--- src/source/conv_pkg.sv ---
package conv_pkg;

	//////////////////////////////
	// Data widths
	//////////////////////////////

	// One weight or one pixel
	localparam int DATA_WIDTH = 16;

	// Nine full-range products plus growth, never overflows
	localparam int ACC_WIDTH = 36;

	// Taps of a 3x3 kernel
	localparam int KERNEL_SIZE = 9;

	// Tap counter in the shift chain
	localparam int CNT_WIDTH = 4;

	//////////////////////////////
	// Types
	//////////////////////////////

	typedef logic signed [DATA_WIDTH-1:0] data_t;

	typedef logic signed [ACC_WIDTH-1:0] acc_t;

	// w00 is the first weight received
	typedef struct packed {
		data_t w00;
		data_t w01;
		data_t w02;
		data_t w03;
		data_t w04;
		data_t w05;
		data_t w06;
		data_t w07;
		data_t w08;
	} kernel_t;

	// Row-major pixel window, p00 top left
	typedef struct packed {
		data_t p00;
		data_t p01;
		data_t p02;
		data_t p10;
		data_t p11;
		data_t p12;
		data_t p20;
		data_t p21;
		data_t p22;
	} window_t;

endpackage

--- src/source/weight_shift_chain.sv ---
`timescale 1ns/1ps

module weight_shift_chain (
	input  logic              clk,
	input  logic              reset,
	input  logic              weight_valid,
	input  conv_pkg::data_t   weight_in,
	output conv_pkg::kernel_t kernel,
	output logic              kernel_valid
);

	// Count value of the ninth weight in a group
	localparam logic [conv_pkg::CNT_WIDTH-1:0] LAST_TAP =
		conv_pkg::CNT_WIDTH'(conv_pkg::KERNEL_SIZE - 1);

	conv_pkg::kernel_t             chain;
	logic [conv_pkg::CNT_WIDTH-1:0] tap_count;

	//////////////////////////////
	// Shift chain
	//////////////////////////////

	// New weights enter at w08 and move toward w00
	always_ff @(posedge clk) begin
		if (weight_valid) begin
			chain.w00 <= chain.w01;
			chain.w01 <= chain.w02;
			chain.w02 <= chain.w03;
			chain.w03 <= chain.w04;
			chain.w04 <= chain.w05;
			chain.w05 <= chain.w06;
			chain.w06 <= chain.w07;
			chain.w07 <= chain.w08;
			chain.w08 <= weight_in;
		end
	end

	//////////////////////////////
	// Tap counter
	//////////////////////////////

	// Counter holds during gaps, wraps after nine weights
	always_ff @(posedge clk) begin
		if (reset) begin
			tap_count    <= '0;
			kernel_valid <= 1'b0;
		end else begin
			kernel_valid <= 1'b0;
			if (weight_valid) begin
				if (tap_count == LAST_TAP) begin
					tap_count    <= '0;
					kernel_valid <= 1'b1;
				end else begin
					tap_count <= tap_count + 1'b1;
				end
			end
		end
	end

	// Full group sits in the chain while kernel_valid is high
	assign kernel = chain;

endmodule

--- config.mk ---
export PLATFORM = sky130hd
export DESIGN_NAME = weight_shift_chain
export DESIGN_NICKNAME = d
export VERILOG_FILES = /design/src/source/conv_pkg.sv /design/src/source/weight_shift_chain.sv
export SDC_FILE = /design/constraint.sdc
export NUM_CORES = 1
export LEC_CHECK = 0
export BUFFER_PORTS_ARGS = -buffer_cell sky130_fd_sc_hd__buf_2
export CORE_ASPECT_RATIO = 0.9
export CORE_MARGIN = 2
export CORE_UTILIZATION = 34
export DETAILED_ROUTE_END_ITERATION = 12
export GPL_TIMING_DRIVEN = 0
export PLACE_DENSITY_LB_ADDON = 0.12
export SETUP_SLACK_MARGIN = 0.3
export SYNTH_ARGS = -nofsm -noshare
export SYNTH_HDL_FRONTEND = slang
export SYNTH_SLANG_ARGS = --single-unit
--- constraint.sdc ---
create_clock -name clk -period 2.3 [get_ports clk]
set_input_delay 0.23 -clock clk [delete_from_list [all_inputs] [get_ports clk]]
set_output_delay 0.23 -clock clk [all_outputs]
set_load 0.02 [all_outputs]
# Word-level counts from Yosys, hierarchy flattened
# Cells that the tools add are included.
# W data, S select, Z words.
# op_classes
n_addsub	1
eq_ne	1
mux	2
bitwise	1
reduce_logical	1
# ops
operator	n
$add A4 B1 Y4 const B	1
$eq A4 B4 Y1 const B	1
$mux W4	1
$reduce_or A2 Y1	1
$mux W1	1
$not A1 Y1	1
# totals
ff_bits	149
in_bits	19
output_inout_bits	145
wordCells	17

# Logic depth before layout (Yosys ltp)
# depth
word_depth	2
mapped_depth	5
ltp_nobuf	5

# Least setup slack after synthesis
# OpenSTA, ideal clock, no wires.
# synth_path
path_type	register to register
from	register tap_count[0] (netlist bit)
to	register tap_count[2] (netlist bit)
setup_ps	66
arrival_time_ps	1149
t_required_ps	2234
path_slack_ps	1085
stages_incl_launch_ff	6
n_path_buf	0
period_less_slack_ps	1215
path_cell_list	dfxtp_1 -> inv_1 -> ha_1 -> nand2_1 -> or3b_1 -> a21oi_2
# synth_via
elab_chain_cells	2
elab_cells_between_ends	3
classes_between	add/sub: 1; eq/ne: 1; mux: 1
# synth_rtl
item	line	rtl
from (decl)	weight_shift_chain.sv:17	logic [conv_pkg::CNT_WIDTH-1:0] tap_count;
from (signal assigned)	weight_shift_chain.sv:54	tap_count <= tap_count + 1'b1;
$add A4 B1 Y4 / $eq A4 B4 Y1 (equally long branches)	weight_shift_chain.sv:54, weight_shift_chain.sv:50	
$mux W4 *	weight_shift_chain.sv:50	if (tap_count == LAST_TAP) begin
# Every way passes the cells marked *; elsewhere a longest branch is shown, timed or not.
# A chain may end at the register's enable or synchronous reset.

# Worst setup path in the final report
# Same ends and word-level chain as after synthesis.

==> results_dict.tcl <==
set metrics [dict create \
    worst_setup_path_end_kind "flip-flop" \
    nets 390 \
    die_x_um 126 \
    arrival_ps 1700 \
    startpoint "tap_count[0]" \
    rsz0062_at_grt "no" \
    power_density_nw_per_um2 998 \
    crit_type "flip-flop to flip-flop" \
    synth_mux_area_share_pct 0.219 \
    fin_worst_skew_ps 5.94 \
    grt_pass1_wl_um 11800 \
    cts.repair.resized 0 \
    clk_pin_slew_worst_paths_ps 60 \
    ys_ff_latch 149 \
    ys_types 18 \
    ir_drop_mv 0.854 \
    syn_inst 170 \
    crit_path_end "tap_count[2]" \
    synth_simple_gate_area_share_pct 1.21 \
    synth_top_family_by_area "simple AND/OR/NAND/NOR gates" \
    min_path_type "primary input to flip-flop" \
    design.die.area_um2 14400 \
    cts_tree "yes" \
    first_pass_iters 4 \
    fin_crit_ps 1350 \
    synth_area_leaders "edfxtp_1 (95%), dfxtp_1 (2.2%), ha_1 (0.55%), nand2_1 (0.25%), a21oi_1 (0.22%)" \
    crit-reg2reg-launch "tap_count[0]" \
    syn_avg_cell_area_um2 26.9 \
    max-clock-path-buffers 2 \
    drt_wl_total_um 7860 \
    core_um2 13200 \
    post-route-period-util_pct 58.8 \
    initial_core_util_pct 34.6 \
    wl_per_cell_um 14.3 \
    antenna_found_initial 0 \
    synth_xor_xnor_area_share_pct 0 \
    insertion_delay_ps 410 \
    die_h_um 114 \
    via_count 2275 \
    final-seq-area_um2 4420 \
    yosysWarnings 0 \
    grt_max_degree 83 \
    r2r_setup_slack_ps 950 \
    rr_worst_depth 5 \
    most-common-layout-cells "buf_2 (162), edfxtp_1 (144), clkbuf_16 (17)" \
    ioPinCount 164 \
    slew_headroom_pct 52.0 \
    synth-adder-area-share_pct 0.548 \
    hold_ws_ps 47.4 \
    row_count 40 \
    leakage_nw 2.50 \
    final_common_cell "buf_2" \
    nFillCells 1162 \
    grt_usage_pct 11.1 \
    finish.utilization_pct 48.1 \
    worst_slew_pin_slew_ps 720 \
    grt_overflow 0 \
    io_buffers 163 \
    post-cts-setup-buffer-count 0 \
    synthToLayoutAreaGrowth_pct 39.3 \
    crit_fanout 5 \
    synth_top_area_share_pct 94.7 \
    required_ps 2650 \
    drcViolationCount 0 \
    synth_top_area_cell "edfxtp_1" \
    drv_cap 0 \
    root_buffer "clkbuf_16" \
    setup_viol 0 \
    synth-compound-area-share_pct 0.959 \
    dp_hpwl_um 5160 \
    status "finished clean" \
    drive_above_1_share_pct 50.3 \
    finalHoldViolCount 0 \
    multi_input_area_um2 134 \
    antenna_cells 0 \
    cts.hold.buffers_added 16 \
    yosysSeqAreaShare_pct 96.9 \
    grt_pass1_vias 2249 \
    ant_nets 0 \
    cts_buffers 17 \
    drtIter0Drc 205 \
    slew_viol_final 0 \
    vias_per_cell 4.14 \
    r2r-end "tap_count[2]" \
    routabilityCongestion 0.676 \
    netlist_area_um2 4570 \
    max_freq_mhz 740 \
    htreeDepth 4 \
    critPathLaunchType "flip-flop" \
    cts.sinks 149 \
    synth_fp_nets 191 \
]
[power by group]
part           leakage, nW  switching, mW  internal [mW]
sequential            1.45         0.0669           3.17
combinational        0.774          0.310          0.136
clock                0.280          0.976           1.69
[logic make-up after synthesis]
kind of cell / after synthesis
simple gates: 9
buf+inv: 2
fa+ha+maj: 2
compound gates: 7
mux: 1
flops: 149
[per-layer routing]
metal / GRT usage [%] / part of all wire (%) / up-vias
met5: 0 / 0 / -
met4: 5.71 / 1.4 / 0
met3: 5.86 / 8.1 / 8
met2: 17.3 / 52 / 79
met1: 12.6 / 38 / 1102
li1: - / - / 1086
[area by class of cell]
cell class	instances	area share, %
clock buffers	21	6.93
multi-input cells	19	2.11
flip-flops and latches	149	69.6
clock inverters	11	2.11
inverters	2	0.118
repair buffers	180	15.9
well taps	168	3.31
[metrics by stage]
stage | instance area, um2 | instances | worst slack (ps) | power, mW | TNS [ps]
2_1_floorplan | 4570 | 170 | 1080 | 3.49 | 0
3_3_place_gp | 5590 | 501 | -1050 | 3.72 | -112150
3_5_place_dp | 5630 | 502 | 727 | 3.73 | 0
4_1_cts | 6360 | 550 | 933 | 6.42 | 0
5_1_grt | 6360 | 550 | 890 | 6.57 | 0
6_report | 6360 | 550 | 949 | 6.35 | 0
[critical path: stages, from the launching register on]
cell	delay, ps
dfxtp_1	400
inv_1	80
ha_1	210
nand2_1	120
or3b_1	370
a21oi_2	110
[synth_stat cells]
master	instances
nand2b_1	1
nand2_2	1
nand2_1	3
ha_1	2
edfxtp_1	144
a21boi_0	1
o21ai_1	1
dfxtp_1	5
nor2_1	1
a21oi_1	2
o21ai_0	1
nor4b_1	1
inv_1	2
a21oi_2	1
and4b_1	1
or3b_1	1
o211ai_1	1
mux2i_1	1
[worst min path at each step]
stage	from	to	depth (start not counted)
after floorplan	reset	tap_count[2]	1
after global placement	weight_in[6]	kernel[6]	1
after detailed placement	weight_in[2]	kernel[2]	1
after CTS	reset	tap_count[2]	2
after global routing	reset	tap_count[2]	2
final	reset	tap_count[2]	2
[sequential cells by signal, indices dropped and copies added (netlist names)]
name          cells
kernel_valid      1
tap_count         4
kernel          144
(Power assumes the default switching activity.)
