## config.mk

```make
export PLATFORM = sky130hd
export DESIGN_NAME = kernel_fifo
export DESIGN_NICKNAME = d
export VERILOG_FILES = /design/src/source/conv_pkg.sv /design/src/source/kernel_fifo.sv
export SDC_FILE = /design/constraint.sdc
export NUM_CORES = 1
export LEC_CHECK = 0
export ABC_AREA = 1
export BUFFER_PORTS_ARGS = -buffer_cell sky130_fd_sc_hd__buf_4
export CORE_AREA = 3 3 327 329
export DETAILED_ROUTE_END_ITERATION = 12
export DIE_AREA = 0 0 330 332
export GPL_TIMING_DRIVEN = 0
export PLACE_DENSITY_LB_ADDON = 0.25
export SLEW_MARGIN = 25
export SYNTH_ARGS = -nofsm -noshare
export SYNTH_HDL_FRONTEND = slang
export SYNTH_SLANG_ARGS = --single-unit
export TNS_END_PERCENT = 30
```

## constraint.sdc

```tcl
create_clock -name clk -period 8 [get_ports clk]
set_input_delay 0.4 -clock clk [delete_from_list [all_inputs] [get_ports clk]]
set_output_delay 0.4 -clock clk [all_outputs]
set_load 0.02 [all_outputs]
```

## src/source/conv_pkg.sv

```systemverilog
package conv_pkg;

	//////////////////////////////
	// Data widths
	//////////////////////////////

	// One weight or one pixel
	localparam int DATA_WIDTH = 16;

	// Nine full-range products plus growth, never overflows
	localparam int ACC_WIDTH = 36;

	// Taps of a 3x3 kernel
	localparam int KERNEL_SIZE = 9;

	// Tap counter in the shift chain
	localparam int CNT_WIDTH = 4;

	//////////////////////////////
	// Types
	//////////////////////////////

	typedef logic signed [DATA_WIDTH-1:0] data_t;

	typedef logic signed [ACC_WIDTH-1:0] acc_t;

	// w00 is the first weight received
	typedef struct packed {
		data_t w00;
		data_t w01;
		data_t w02;
		data_t w03;
		data_t w04;
		data_t w05;
		data_t w06;
		data_t w07;
		data_t w08;
	} kernel_t;

	// Row-major pixel window, p00 top left
	typedef struct packed {
		data_t p00;
		data_t p01;
		data_t p02;
		data_t p10;
		data_t p11;
		data_t p12;
		data_t p20;
		data_t p21;
		data_t p22;
	} window_t;

endpackage

```

## src/source/kernel_fifo.sv

```systemverilog
`timescale 1ns/1ps

module kernel_fifo #(
	parameter int KERNEL_DEPTH = 4
) (
	input  logic              clk,
	input  logic              reset,
	input  conv_pkg::kernel_t kernel,
	input  logic              kernel_valid,
	input  logic              load_weights,
	output conv_pkg::kernel_t active_kernel,
	output logic              weights_ready,
	output logic              kernel_full
);

	localparam int PTR_WIDTH = $clog2(KERNEL_DEPTH);
	localparam logic [PTR_WIDTH:0] FULL_COUNT = (PTR_WIDTH + 1)'(KERNEL_DEPTH);

	conv_pkg::kernel_t      queue_mem [KERNEL_DEPTH];
	logic [PTR_WIDTH-1:0]   wr_ptr;
	logic [PTR_WIDTH-1:0]   rd_ptr;
	logic [PTR_WIDTH:0]     count;
	logic [PTR_WIDTH:0]     count_next;
	logic                   push;
	logic                   pop;

	// Full queue drops the kernel, empty queue ignores the load
	assign push = kernel_valid && !kernel_full;
	assign pop  = load_weights && (count != '0);

	always_comb begin
		count_next = count;
		case ({push, pop})
			2'b10:   count_next = count + 1'b1;
			2'b01:   count_next = count - 1'b1;
			default: count_next = count;
		endcase
	end

	//////////////////////////////
	// Pointers and occupancy
	//////////////////////////////

	always_ff @(posedge clk) begin
		if (reset) begin
			wr_ptr      <= '0;
			rd_ptr      <= '0;
			count       <= '0;
			kernel_full <= 1'b0;
		end else begin
			if (push)
				wr_ptr <= wr_ptr + 1'b1;
			if (pop)
				rd_ptr <= rd_ptr + 1'b1;
			count       <= count_next;
			kernel_full <= (count_next == FULL_COUNT);
		end
	end

	//////////////////////////////
	// Storage and active kernel
	//////////////////////////////

	always_ff @(posedge clk) begin
		if (push)
			queue_mem[wr_ptr] <= kernel;
		if (pop)
			active_kernel <= queue_mem[rd_ptr];
	end

	// Stays set once the first kernel is loaded
	always_ff @(posedge clk) begin
		if (reset)
			weights_ready <= 1'b0;
		else if (pop)
			weights_ready <= 1'b1;
	end

endmodule

```

**Yosys cells after proc, flatten, opt, wreduce, memory -nomap -nowiden**

Memories as Yosys holds them, arrays and structs flattened. A register that Yosys moved wholly into a read port is not among the register bits.
Cells that the tools add are included.

- Add/subtract/negate cells: 4
- Reduce and logical (&&, ||, !) cells: 4
- Multiplexer cells: 3
- Eq/ne operators: 3

Operator list:

| kind | number |
|---|---|
| case mux 3 bit (2 select lines) | 1 |
| adder 2 x 1 -> 2 bit (second input constant) | 2 |
| adder 3 x 1 -> 3 bit (second input constant) | 1 |
| == test 3 bit (second input constant) | 1 |
| nonzero test 3 bit | 1 |
| subtractor 3 x 1 -> 3 bit (second input constant) | 1 |
| == test 2 x 1 -> 1 bit (second input constant) | 1 |
| == test 2 bit (second input constant) | 1 |
| logical AND 1 bit | 2 |
| two-way mux 1 bit | 2 |
| zero test 1 bit | 1 |

- Output and inout port bits: 146
- Bits in registers: 9
- Memories kept: 1
- Input bits: 148
- Memory bits (writable): 576

Memory list:

| memory | words | width | rd ports | clocked after memory_dff | write ports | line | text |
|---|---|---|---|---|---|---|---|
| queue_mem | 4 | 144 | 1 | 1 | 1 | kernel_fifo.sv:19 | `conv_pkg::kernel_t queue_mem [KERNEL_DEPTH];` |

**Logic depth before layout (Yosys ltp)**

- Depth after elaboration: 5
- Depth in mapped cells: 13
- Depth with buffers taken out: 13

**Worst setup path before layout**

Ideal clock, no wire load.

- Path type: reg2reg
- Start point: register kernel_full
- End point: memory queue_mem[0][0] (netlist bit), enable pin
- Stages on the path, launching flop included: 4
- Arrival time: 6.579 ns
- Library setup time: 0.650 ns
- Data required time: 7.350 ns
- Path slack: 0.771 ns
- Clock period less this slack: 7.229 ns
- Path through: dfxtp_1 > inv_1 > nand2_1 > nor2_1

- Longest elaborated chain between the ends: 4

RTL lines:

| item | line | text |
|---|---|---|
| start, declared | kernel_fifo.sv:13 | `output logic kernel_full` |
| start signal, assigned | kernel_fifo.sv:56 | `kernel_full <= (count_next == FULL_COUNT);` |
| zero test 1 bit | kernel_fifo.sv:28 | `assign push = kernel_valid && !kernel_full;` |
| logical AND 1 bit | kernel_fifo.sv:28 |  |
| two-way mux 1 bit | kernel_fifo.sv:65 | `if (push)` |
| two-way mux 1 bit (implied by the code) | kernel_fifo.sv:66 | `queue_mem[wr_ptr] <= kernel;` |
| end, declared | kernel_fifo.sv:19 |  |

No other way between the ends.

**Final worst setup path**

- Start point: register kernel_full
- End point: memory queue_mem[1][83] (netlist bit), enable pin

The elaborated chain is that of the path after synthesis.

==> results.cfg <==
[outcome]
status = completed

[synth]
synth_warnings = 0
synth_top_area_share_pct = 83.16
synth-compound-area-share_pct = 9.144
yosys-top-cells-area = edfxtp_1 83%, o21ai_0 4.5%, nor2_1 4.3%
ys_seq_elements = 729
synth_xor_area_share_pct = 0.03369
syn_area_sq_um = 26000
synth.net_count = 1757
synthMuxAreaShare_pct = 0
avgSynthCellArea_sq_um = 16.22
synthSimpleGateAreaFrac_pct = 4.577
yosysSeqAreaShare_pct = 83.85
synthesis.instances = 1603
synth_top_family_by_area = compound AO/OA/AOI/OAI gates
yosys.area.top_type = edfxtp_1
synth.distinct_cells = 20
synthAdderAreaFrac_pct = 0.3176

[route]
wl_per_cell_microns = 20.46
drc_errors = 0
first_pass_iters = 5
drt-initial-drc-count = 1170
vias = 15654
ant_nets = 0
via_per_inst = 4.330
finalWirelength_microns = 73960

[pwr]
vdd_drop_max_mv = 0.1581
power_uw = 11170
cellPowerDensity_nw_per_um2 = 319.1
p_leak_uw = 0.01203

[setup_path]
end_kind = flip-flop
arrival_ps = 2900
path_class = flip-flop to flip-flop
startpoint_type = flip-flop
cp.required_ps = 8320
crit_fanout = 19
r2r-start = kernel_full
cp-startpoint = kernel_full

[sta]
worst_pin_slew_ps = 825.3
timing.fmax_ghz = 0.3870
tns_ps = 0
max_slew_margin_pct = 44.98
rsz0062_at_grt = false
skew_ps = 17.56
hold_viol = 0
slew_violations = 0
layout_setup_ws_ps = 5416
fin_crit_sh_pct = 32.30
period_needed_ps = 2584
setup-violations-final = 0

[layout]
nets = 2318
syn_to_final_growth_pct = 34.64
final_cell_mix = 720 x edfxtp_1, 297 x buf_4, 295 x nor2_1
layout_commonest_cell = edfxtp_1
drive_gt1_share_pct = 23.42

[die]
io_pins = 294
coreArea_sq_um = 103800
die_w_microns = 330
die_h_microns = 332
start_util_pct = 25.05
num_rows = 118
die-area_sq_um = 109600

[placement]
place_ws_ps = 5238
dp_hpwl_microns = 48020
place_congestion = 0.7225
io_buffers = 293

[cts]
clk_path_buf_depth = 3
clock_latency_ps = 630
clockRootBuffer = clkbuf_16
h-tree-depth = 3
ctsResizeCount = 0
cts_tree = yes
clock_sinks = 729
clk_pin_slew_ps = 60
numCtsBuffers = 82

[grt]
grt_max_degree = 70
grt_most_used_layer = met2
grt_util_met2_pct = 22.54
grt_pass1_vias = 16517
grt-ovfl-total = 0
grt_use_total_pct = 13.28
use_met1_pct = 17.09
antenna_found_initial = 5
grt_first_pass_wirelength_microns = 108000
use_met3_pct = 2.501

[worst_hold_path]
hold_class = primary input to flip-flop
min-delay-start = load_weights

[flow_run]
drv_cap = 0
## layout make-up
type,count,area (sq um)
timing repair buffer,477,4622
buffer,95,471.7
sequential,729,21800
inverter,18,75.07
tap,1380,1727
fill,9970,68790
antenna,6,15.01
multi-input combinational,761,3689
clock inverter,47,446.7
clock buffer,102,2158
## state kept, by name (all words and copies together) (netlist names)
name,flops
count,3
queue_mem,576
wr_ptr,2
rd_ptr,2
active_kernel,144
weights_ready,1
kernel_full,1
## routing by layer
layer	wire, microns	up-vias
met4	1504	0
li1	-	7271
met1	31680	7883
met2	36840	402
met3	3935	98
met5	0	-
## synthesized netlist by cell type
library cell / instances
nand4_1: 1
o21ai_0: 236
nand3_1: 4
inv_2: 2
ha_1: 5
nand2_1: 11
xor2_1: 1
o22ai_1: 144
buf_4: 4
clkbuf_1: 31
edfxtp_1: 720
nor2_1: 299
fa_1: 1
buf_2: 42
buf_6: 4
a21oi_1: 3
inv_1: 16
o21ai_1: 56
dfxtp_1: 9
clkbuf_2: 14
## cells by family after synthesis
family | count (synthesis)
AOI/OAI and AO/OA | 439
xor gates and xnor gates | 1
and+or+nand+nor | 315
buffers and inverters | 113
DFF | 729
adders and majority gates | 6
## worst max-delay path, cell delays in order, from the launching register on
cell and delay, ps:
dfxtp_1 330, inv_1 50, nand2_1 280, nor2_4 580, buf_12 270, buf_12 210
buf_16 180, buf_16 160, buf_12 180
## where the power goes
part	internal [uW]	switching, uW	leakage (uW)	total, uW
clock network	2150	1510	0.00125	3660
logic	829	1660	0.00408	2490
registers	4870	154	0.00670	5030
total	7850	3320	0.0120	11200
## metrics by stage
step           std cells  utilization, %  area (sq um)  hold WS, ps
6_report            3615           33.73         35000        64.33
5_1_grt             3611           33.72         34990        42.16
4_1_cts             3609           33.71         34990        8.486
3_5_place_dp        3315           29.80         30930        462.2
3_3_place_gp        3276           28.83         29930        454.5
2_1_floorplan       1603               -         26000        469.1
## final timing paths
| path | endpoint | slack [ps] | cells past startpoint |
|---|---|---|---|
| worst max-delay path | queue_mem[1][83] | 5420 | 8 |
| worst min-delay path | rd_ptr[1] | 60 | 3 |
| worst max register to register | queue_mem[1][83] | 5420 | 8 |
| worst min register to register | weights_ready | 470 | 2 |
## what timing repair did
action / 4_1_cts / 5_1_grt
setup buffers: 0 / 0
endpoints found under the setup margin: 0 / 0
hold endpoints to repair: 580 / 0
hold buffers: 145 / 0
Note: power is estimated with default switching activity, not from simulation.
